==> src/hw/lspcPkg.sv <==
package lspcPkg;

	// CPU side
	typedef logic [15:0] wordT;		// One CPU data word
	typedef logic [2:0] regAddrT;	// CPU address bits 3 to 1

	// Register map, word addresses
	localparam regAddrT REG_VRAMADDR = 3'd0;
	localparam regAddrT REG_VRAMDATA = 3'd1;
	localparam regAddrT REG_MODULO = 3'd2;
	localparam regAddrT REG_MODE = 3'd3;
	localparam regAddrT REG_TIMERHI = 3'd4;
	localparam regAddrT REG_TIMERLO = 3'd5;
	localparam regAddrT REG_IRQACK = 3'd6;
	localparam regAddrT REG_TIMERSTOP = 3'd7;

	// Video side
	typedef logic [8:0] lineT;		// Vertical line count
	typedef logic [8:0] pixT;		// Horizontal pixel count
	typedef logic [31:0] timerT;
	typedef logic [2:0] aaCountT;
	typedef logic [7:0] aaSpeedT;
	typedef logic [1:0] iplT;		// 0 is no interrupt, 3 is highest

	// Video timing
	localparam int H_PIXELS = 384;
	localparam int PIXEL_DIV = 4;				// 24 MHz down to pixel rate
	localparam lineT LINE_FIRST_NTSC = 9'h0F8;
	localparam lineT LINE_FIRST_PAL = 9'h0C8;	// PAL has more lines per frame
	localparam lineT LINE_LAST = 9'h1FF;
	localparam lineT ACTIVE_FIRST = 9'h110;
	localparam lineT ACTIVE_LAST = 9'h1EF;

endpackage

==> src/hw/pixelTimer.sv <==
module pixelTimer #(
	parameter int VIDEO_MODE = 0
) (
	input logic CLK_24M,
	input logic nRESET,
	input logic pixStb,
	input lspcPkg::lineT vCount,
	input logic vblankStart,
	input lspcPkg::timerT timerLoad,
	input logic [2:0] timerMode,
	input logic timerEn,
	input logic timerStop,
	input logic loadNow,
	output logic timerIrq
);

	lspcPkg::timerT timer;
	logic borderTop;	// Lines 0x100 to 0x10F
	logic borderBot;	// Lines 0x1F0 to 0x1FF
	logic palStop;
	logic timerRun;

	assign borderTop = (vCount[7:4] == 4'h0);
	assign borderBot = &vCount[7:4];
	assign palStop = (VIDEO_MODE != 0) && timerStop;	// Only PAL can pause in borders
	assign timerRun = vCount[8] && !(palStop && (borderTop || borderBot));

	always_ff @(posedge CLK_24M)
	begin
		if (!nRESET)
		begin
			timer <= '0;
			timerIrq <= 1'b0;
		end
		else
		begin
			timerIrq <= 1'b0;
			if (loadNow)
				timer <= timerLoad;		// CPU load beats everything
			else if (vblankStart && timerMode[1])
				timer <= timerLoad;		// Reload at frame start
			else if (pixStb && timerRun)
			begin
				if (timer != '0)
					timer <= timer - 1'b1;
				else
				begin
					timerIrq <= timerEn;
					if (timerMode[2])
						timer <= timerLoad;	// Periodic mode
				end
			end
		end
	end

	// Strobes are PIXEL_DIV apart, so the pulse cannot stretch
	assert property (@(posedge CLK_24M) disable iff (!nRESET) timerIrq |=> !timerIrq);

endmodule

==> config.mk <==
export PLATFORM = sky130hd
export DESIGN_NAME = pixelTimer
export DESIGN_NICKNAME = d
export VERILOG_FILES = /design/src/hw/lspcPkg.sv /design/src/hw/pixelTimer.sv
export SDC_FILE = /design/constraint.sdc
export NUM_CORES = 1
export LEC_CHECK = 0
export BUFFER_PORTS_ARGS = -buffer_cell sky130_fd_sc_hd__buf_2
export CAP_MARGIN = 40
export CORE_ASPECT_RATIO = 1.5
export CORE_MARGIN = 1.5
export CORE_UTILIZATION = 54
export DETAILED_ROUTE_END_ITERATION = 8
export PLACE_DENSITY = 0.81
export SLEW_MARGIN = 20
export SYNTH_ARGS = -nofsm -noshare
export SYNTH_HDL_FRONTEND = slang
export SYNTH_SLANG_ARGS = --single-unit
==> constraint.sdc <==
create_clock -name CLK_24M -period 2.7 [get_ports CLK_24M]
set_input_delay 0.135 -clock CLK_24M [delete_from_list [all_inputs] [get_ports CLK_24M]]
set_output_delay 0.135 -clock CLK_24M [all_outputs]
set_load 0.01 [all_outputs]
# Yosys cells after proc, flatten, opt, wreduce, memory -nomap -nowiden
# Index checks and enable logic that the tools add are counted.
dict set report word_totals {
  reg_bits 33
  in_bits 51
  elab_cells 17
  output_inout_bits 1
}
dict set report op_classes {
  n_addsub 1
  n_mux 5
  reduce_logical 7
  n_bitwise 2
}
# cell n
set op_table {}
lappend op_table {{2-to-1 mux 32 bit} 5}
lappend op_table {{nonzero test 32 bit} 1}
lappend op_table {{subtractor 32 x 1 -> 32 bit (second input constant)} 1}
lappend op_table {{OR reduction 5 bit} 1}
lappend op_table {{nonzero test 4 bit} 1}
lappend op_table {{nonzero test 3 bit} 1}
lappend op_table {{logical AND 1 bit} 2}
lappend op_table {{inverter 1 bit} 2}
lappend op_table {{AND reduction 2 bit} 1}

# Logic depth before layout (Yosys ltp)
# Gate-level depths: netlist of run 1.
dict set report logic_depth {
  depth_word 5
  depth_mapped 10
  ltp_nobuf 8
}

# Worst setup path after synthesis of run 1
# Ideal clock, no wire load.
dict set report synth_timing {
  path_type {flip-flop to flip-flop}
  start {register timer[4]}
  end {register timer[24]}
  synth_period_minus_slack_ns 2.347
  n_path_buf 1
  path_stages_with_launch 8
  path_slack_ns 0.353
  required_time_ns 2.562
  arrival_ns 2.209
  setup_ns 0.138
  path_cell_list {dfxtp_1 > or4_4 > or4b_4 > nor3_1 > o21ai_1 > nand2_2 > buf_6 > o22ai_1}
}
dict set report synth_between {
  elab_chain_len 5
}
# element line
set synth_rtl {}
lappend synth_rtl {{start, declared} pixelTimer.sv:17} ;# lspcPkg::timerT timer;
lappend synth_rtl {{start signal, assigned} pixelTimer.sv:39} ;# timer <= timerLoad;
lappend synth_rtl {{start signal, assigned} pixelTimer.sv:41} ;# timer <= timerLoad;
lappend synth_rtl {{start signal, assigned} pixelTimer.sv:45} ;# timer <= timer - 1'b1;
lappend synth_rtl {{subtractor 32 x 1 -> 32 bit or nonzero test 32 bit (tied branches)} {pixelTimer.sv:45, pixelTimer.sv:44}}
lappend synth_rtl {{2-to-1 mux 32 bit} pixelTimer.sv:44} ;# if (timer != '0)
lappend synth_rtl {{2-to-1 mux 32 bit} pixelTimer.sv:42} ;# else if (pixStb && timerRun)
lappend synth_rtl {{2-to-1 mux 32 bit} pixelTimer.sv:40} ;# else if (vblankStart && timerMode[1])
lappend synth_rtl {{2-to-1 mux 32 bit} pixelTimer.sv:38} ;# if (loadNow)
# Several ways; a longest one is shown, not always the timed one. The select of a mux whose other input is x is not followed.
# A chain may end at the register's enable or synchronous reset.

# Worst setup path after layout of run 1
dict set report layout_timing {
  start {register timer[5]}
  end {register timer[30]}
}
# The elaborated chain is that of the path after synthesis.

==> results by stage, run 1 <==
Setup path:
- The required time of the critical path is around 2.9 ns.
- The critical path class is reg -> reg.
- The buffer and inverter count on the worst path is 0.
- The startpoint class of the critical path is a register.
- The minimum setup slack among reg-to-reg paths is ~0.14 ns.
- Data arrives at the worst endpoint at ~2.7 ns.
- Along the worst path, the maximum fanout reaches 6.
- STA classifies the critical path endpoint as a register.
- The critical register-to-register path endpoint is timer[30].
- For this run, the slowest stage of the critical path takes 0.56 ns.
- The count of cells along the worst register-to-register path is 5.
- The signal on the critical path passes through or4_4, or4_1, or4b_1, nor4_1, o22ai_1.
- Among all stages on the critical path, the largest delay is contributed by or4_4.
- The category of cells accounting for the largest share of critical-path delay is simple AND/OR/NAND/NOR gates.
- Tracing the worst setup path back leads to its startpoint at timer[5].
- In this run the critical register-to-register path is launched from timer[5].

Logic synthesis:
- Counting flops and latches in the post-synthesis netlist gives 33.
- The number of nets produced by synthesis is 361.
- The async set-reset flop share out of synthesis is 0%.
- During synthesis, Yosys emitted a total of 0 warnings.
- Dividing the synthesized area by the synthesized cell count gives roughly 7.3 µm².
- The proportion of synthesized chip area in sequential cells is between 20 and 30%.
- Ranked by total cell area, the synthesized netlist is headed by dfxtp_1 29%, a21oi_1 8.6%, nand2_1 8.5%.
- After technology mapping, the gate count stands at ~300.
- The area share of the largest cell type after synthesis is between 20% and 30%.
- The synthesized design contains 0 enable-type register cells.
- The biggest area contributor in the post-synthesis netlist is dfxtp_1.
- In the synthesized netlist the dominant register cell turns out to be dfxtp_1.
- Counting distinct cell types in the post-synthesis netlist gives 51.
- After synthesis the cells add up to ~2300 µm².

GRT:
- Entering global routing, the biggest net connects 51 pins.
- The aggregate global routing overflow is 0.
- The number of antenna violations at the first check in global routing was 0.
- The global-route usage over all layers is ~31%.
- The via count of the first global-routing pass is 2490.
- The first global-routing pass estimated approximately 11000 µm of wire.

Timing:
- The relative max-transition margin is 63.97%.
- The count of endpoints failing hold in the final timing report is 0.
- Setup repair after global routing left no endpoint under its margin.
- The smallest clock period supported by the final layout is computed as between 2 and 3 ns.
- The pin slew with the least headroom to its limit is 0.5355 ns.
- Setup violations remaining at the end of the flow were counted as 0.
- The largest clock skew in the final design is between 0.005 and 0.006 ns.
- The max-slew violation count came to 0.
- Dividing the final minimum period by the clock period gives a little over nine tenths.
- The aggregate negative setup slack is 0 ns.
- The maximum clock rate is 0.3901 GHz.

Finish:
- The final standard cell count with taps included and fillers excluded is approximately 400.
- From synthesis to final layout, the design area changed by 19.13%.
- Once layout is complete, the utilization of the core stands at a little under 70%.
- The share of post-route cells with drive strength above 1 is 21.35%.
- The final-stage net count is a little over 400.
- The antenna diode count is 0.

Floorplanning:
- The die span in y is 82.29 µm.
- The die covers between 4000 and 5000 µm².
- The starting density of the core is between 50% and 60%.
- The x dimension of the die is between 50 and 60 µm.
- The initialized floorplan defines 28 standard-cell rows.
- Pin placement for this block handled between 50 and 60 I/O pins.
- The region available for standard cell placement spans between 3000 and 4000 µm².

Drt:
- Dividing the detail-routed via count by the number of cells gives 6.673.
- After detailed routing, the number of remaining DRC violations is 0.
- The post-detailed-route count of antenna-violating nets is 0.
- After the first detailed-routing iteration, the DRC count stood at ~160.
- For this run, the detailed router's first-pass iteration total came to 5.
- The vias after detailed routing is around 2700.
- Dividing the detail-routed wire length by the instance count gives around 17 µm.
- The sum of routed wire length over all layers is between 6000 and 7000 µm.

Place:
- In this run, placement finished with an instance count of 393.
- Input and output buffers added on the ports amount to 41.
- After legalization and detailed placement, the total HPWL measured between 4000 and 5000 µm.
- The final weighted congestion in routability-driven placement is around 0.93.

Clocking:
- Clock tree synthesis inserted a total of 5 buffers.
- The root buffer cell chosen for the clock tree is clkbuf_8.
- The CTS H-tree depth is 2.
- The post-cts resize count is 0.
- The setup fix buffers added after clock tree synthesis is 0.
- The clock passes through at most 2 buffers.
- TritonCTS built the clock tree.
- The number of sinks on the clock net is 33.
- After clock tree synthesis, the clock-pin slew on the worst setup and hold paths is approximately 0.080 ns.
- The clock reaches the later pin of the worst-skew pair after a little under 0.3 ns.
- The hold buffer count at CTS is 0.

Min path:
- The source of the worst hold timing path is timerLoad[1].
- The number of instances on the worst hold path is 3.
- The class of the tightest hold or removal check is in -> reg.
- The endpoint of the worst hold-timing path is timer[1].

Outcome:
- The run finished with clean final reports.

Power and ir drop:
- Across the VDD grid, the largest voltage drop is between 0.4 and 0.5 mV.
- After layout, the design draws a total of 1.498 mW.
- The leakage component of the power is ~1.0 nW.
- The power density normalized to cell area is around 560 nW/µm².

Flow run:
- The max-capacitance violation count is 0.
## report_power, final
| group | leakage, nW | switching [mW] | internal (mW) | total (mW) |
|---|---|---|---|---|
| Combinational | 0.702 | 0.244 | 0.182 | 0.426 |
| Clock | 0.0585 | 0.197 | 0.301 | 0.498 |
| Sequential | 0.272 | 0.0485 | 0.525 | 0.574 |
## how the worst max path moves through the flow
stage	to	cells past startpoint
detailed placement	timer[27]	9
finish	timer[30]	5
CTS	timer[24]	9
global route	timer[24]	7
global placement	timer[21]	8
floorplan	timer[24]	7
## cell usage after synthesis (4+ instances only)
library cell	instances
nand2_1	51
a21oi_1	39
dfxtp_1	33
o22ai_1	21
nor2_1	16
nor3_1	14
nor4_1	14
or4_1	11
o21ai_0	10
nand3_1	9
clkbuf_1	7
buf_6	5
nand4_1	5
nor3b_1	5
o31a_1	5
or3_1	5
and2_1	4
## layer usage
| layer | track usage (%) | share of wire (%) | wire length, µm | up-vias |
|---|---|---|---|---|
| li1 | - | - | - | 1288 |
| met1 | 35.09 | 38 | 2657 | 1220 |
| met2 | 56.07 | 51 | 3495 | 153 |
| met3 | 5.140 | 8.6 | 594 | 15 |
| met4 | 17.38 | 2.5 | 170 | 0 |
| met5 | 0 | 0 | 0 | - |
## state kept, by name, summed over array words and instances, names as in the netlist
name,flops
timerIrq,1
timer,32
## final cells by class
class,instances,area [µm²]
Fill cell,374,1297
Clock inverter,1,30.03
Clock buffer,7,86.33
Multi-Input combinational cell,255,1489
Inverter,3,11.26
Tap cell,45,56.30
Timing Repair Buffer,57,362.8
Sequential cell,33,660.6
## worst register-to-register path: cells and delay by family, from the launching register on
kind	cells	cell delay [ns]
and+or+nand+nor	4	1.94
DFF	1	0.37
AOI/OAI and AO/OA	1	0.12
## per-stage QoR
stage	worst slack, ns	area (µm²)	hold slack (ns)
finish	0.1366	2696	0.08366
global placement	0.2363	2574	0.3811
CTS	0.1465	2690	0.08832
floorplan	0.3531	2263	0.2692
detailed placement	0.1862	2574	0.3949
global route	0.1011	2696	0.09630
## cell usage in the layout (no fill, tap or decap), drive strengths merged, types with 7 or more instances in the layout
master / count
a21oi: 39
buf: 57
clkbuf: 7
dfxtp: 33
nand2: 53
nand3: 9
nor2: 17
nor3: 14
nor4: 14
o21ai: 14
o22ai: 21
or4: 12
## cells by family after synthesis
| logic type | count (synthesis) | share of synthesized area (%) |
|---|---|---|
| simple gates | 153 | 36.37 |
| compound gates | 98 | 27.14 |
| flops | 33 | 29.19 |
| buf+inv | 20 | 5.307 |
| mux | 2 | 0.8845 |
| fa+ha+maj | 2 | 1.105 |
No activity file was read; power rests on OpenSTA's default activity.
==> inputs of run 2 (changes only) <==
--- a/config.mk
+++ b/config.mk
@@ -9,9 +9,9 @@
 export CAP_MARGIN = 40
 export CORE_ASPECT_RATIO = 1.5
 export CORE_MARGIN = 1.5
-export CORE_UTILIZATION = 54
+export CORE_UTILIZATION = 40
 export DETAILED_ROUTE_END_ITERATION = 8
-export PLACE_DENSITY = 0.81
+export PLACE_DENSITY = 0.63
 export SLEW_MARGIN = 20
 export SYNTH_ARGS = -nofsm -noshare
 export SYNTH_HDL_FRONTEND = slang
==> results by stage, run 2 (synthesized netlist as in run 1, its figures left out) <==
Outcome:
- The flow ran to the end, and the final reports show no timing, DRC or antenna violations.

Floorplanning:
- The core region is around 5500 µm².
- The floorplan step set the die height to 95.13 µm.
- The starting density of the core is 41.53%.
- The x dimension of the die is 64.42 µm.
- The number of placed I/O pins is 52.
- After floorplanning, the core was divided into 33 placement rows.
- The die outline area is ~6000 µm².

Clocking:
- After clock tree synthesis, the flow added hold-fix buffers numbering 0.
- The buffer cell driving the clock tree root is clkbuf_8.
- Clock latency on the worst-skew pair, taken at its later pin, is 0.29 ns.
- The deepest clock path buffer count is 2.
- The total CTS buffers is 5.
- TritonCTS built the clock tree.
- CTS built an H-tree with a depth of 2.
- The post-cts resize count is 0.
- The setup fix buffers added after clock tree synthesis is 0.
- Clock-pin slew was measured on the worst setup and hold paths at 0.07 ns.
- CTS saw 33 sinks.

Timing:
- The maximum clock rate is just over 0.4 GHz.
- The max-slew violation count is 0.
- The aggregate negative setup slack is 0 ns.
- Setup repair after global routing left no endpoint under its margin.
- The count of endpoints failing hold in the final timing report is 0.
- The final critical path takes up roughly 90% of the cycle.
- At the pin with the least slew margin, the transition time is 0.6027 ns.
- Clock skew on the completed layout was measured at between 0.007 and 0.008 ns.
- The minimum period implied by the final worst setup slack is about 2.5 ns.
- The number of failing setup endpoints in the final timing report is 0.
- In this run the tightest slew margin relative to its limit is 59.39%.

Setup path:
- The source of the critical timing path is timer[1].
- For the worst setup path, the data arrival time is 2.63 ns.
- The critical path class is reg -> reg.
- The start of the worst register-to-register path is timer[1].
- The required time of the critical path is between 2 and 3 ns.
- Walking the worst path, the cells encountered are inv_1, ha_1, nor4b_1, or4b_4, nor3_1, o21ai_1, nand2_2, buf_12, o21ai_0.
- The kind of end point of the critical path is a register.
- The worst register-to-register path has a depth of 9.
- The largest fanout on the critical path is 27.
- In this run the register-to-register setup slack is approximately 0.23 ns.
- The critical path's largest stage delay is just under 0.6 ns.
- The critical register-to-register path endpoint is timer[11].
- The startpoint class of the critical path is a register.
- On the critical path, the stage with the largest delay is an instance of or4b_4.

GRT:
- The global-route usage over all layers is between 20% and 30%.
- The wire length of the first global-routing pass is around 11000 µm.
- The number of antenna violations at the first check in global routing is 0.
- The via count of the first global-routing pass is about 2500.
- Entering global routing, the biggest net connects just under 60 pins.
- The aggregate global routing overflow is 0.

Min path:
- The source of the worst hold timing path is timerLoad[1].
- The worst hold path passes through 3 cells.
- The endpoint of the worst hold-timing path is timer[1].
- The class of the tightest hold or removal check is in -> reg.

Place:
- The placed cell count is about 420.
- The number of port buffers is around 40.
- Detailed placement ended at an HPWL of between 5000 and 6000 µm.
- The final weighted congestion in routability-driven placement is between 0.8 and 0.9.

Drt:
- The sum of routed wire length over all layers is just under 7000 µm.
- For this run, the detailed router's first-pass iteration total came to 4.
- The post-detailed-route wirelength per cell is 16.11 µm.
- The post-detailed-route count of antenna-violating nets is 0.
- The routed via count divided by cell count is 5.970.
- The detailed router's first-iteration violation count is around 170.
- The detailed router placed 2561 vias in this run.
- The DRC violation count after routing is 0.

Power and ir drop:
- VDD sags by at most around 0.28 mV.
- The leakage component of the power is approximately 1 nW.
- For this design the ratio of total power to cell area is 505.7 nW/µm².

Finish:
- From synthesis to final layout, the design area changed by 19.18%.
- The register with the most flip-flops in the layout has 32 of them.
- The final-stage net count is just over 400.
- Leaving out fill and tap cells, the most frequent cells in the layout are 51 x nand2_1, 41 x buf_2, 39 x a21oi_1, 33 x dfxtp_1, 21 x o22ai_1.
- The most common cell after layout, fill and taps aside is nand2_1.
- The largest registers in the layout are timer (32), timerIrq (1).
- The final standard cell count with taps included and fillers excluded is 429.
- The register name with the most flops is timer.
- Cells fill 49.49% of the core in the end.
- The number of antenna diodes in the final layout is 0.
- The post-route netlist has 21.73% of its cells at a drive strength greater than 1.

Flow run:
- Across the run, the number of max-cap violations was 0.
[run 2: changes by cell type in the layout (fill, tap and decap cells not counted), sizes merged]
cell | before | now
clkbuf | 7 | 6
buf | 57 | 60
bufinv | 1 | 0
clkinv | 0 | 2
[run 2: worst max-delay path: cells and delay by family (launching register included)]
| family | cells | cell delay [ns] |
|---|---|---|
| compound gates | 2 | 0.32 |
| fa+ha+maj | 1 | 0.14 |
| buf+inv | 2 | 0.26 |
| flops | 1 | 0.34 |
| simple gates | 4 | 1.28 |
[run 2: worst max path at each step]
| stage | end | cells past startpoint |
|---|---|---|
| floorplan | timer[24] | 7 |
| global placement | timer[24] | 9 |
| detailed placement | timer[24] | 7 |
| CTS | timer[11] | 9 |
| global route | timer[25] | 6 |
| finish | timer[11] | 9 |
[run 2: layout make-up]
class / count / area, µm²
tap: 70 / 87.58
sequential: 33 / 660.6
multi-input combinational: 255 / 1483
inverter: 3 / 11.26
fill: 603 / 2753
clock inverter: 2 / 10.01
clock buffer: 6 / 72.57
timing repair buffer: 60 / 372.9
[run 2: power by group]
group / switching [mW] / internal, mW
clock: 0.188 / 0.179
sequential: 0.0445 / 0.525
combinational: 0.243 / 0.185
total: 0.475 / 0.889
[run 2: through the flow]
step | instance area [µm²] | hold slack, ns | setup slack [ns] | total power [mW]
3_3_place_gp | 2615 | 0.3820 | 0.2415 | 0.9996
3_5_place_dp | 2615 | 0.3850 | 0.2398 | 1.004
4_1_cts | 2698 | 0.07515 | 0.2212 | 1.370
5_1_grt | 2698 | 0.09188 | 0.01668 | 1.446
6_report | 2698 | 0.07678 | 0.2265 | 1.364
2_1_floorplan | 2263 | 0.2692 | 0.3531 | 0.8549
[run 2: metal layers]
metal / share of wire (%) / up-vias / global-route usage, %
li1: - / 1287 / -
met1: 42 / 1172 / 26.93
met2: 50 / 81 / 40.80
met3: 4.6 / 21 / 4.014
met4: 3.7 / 0 / 13.30
met5: 0 / - / 0
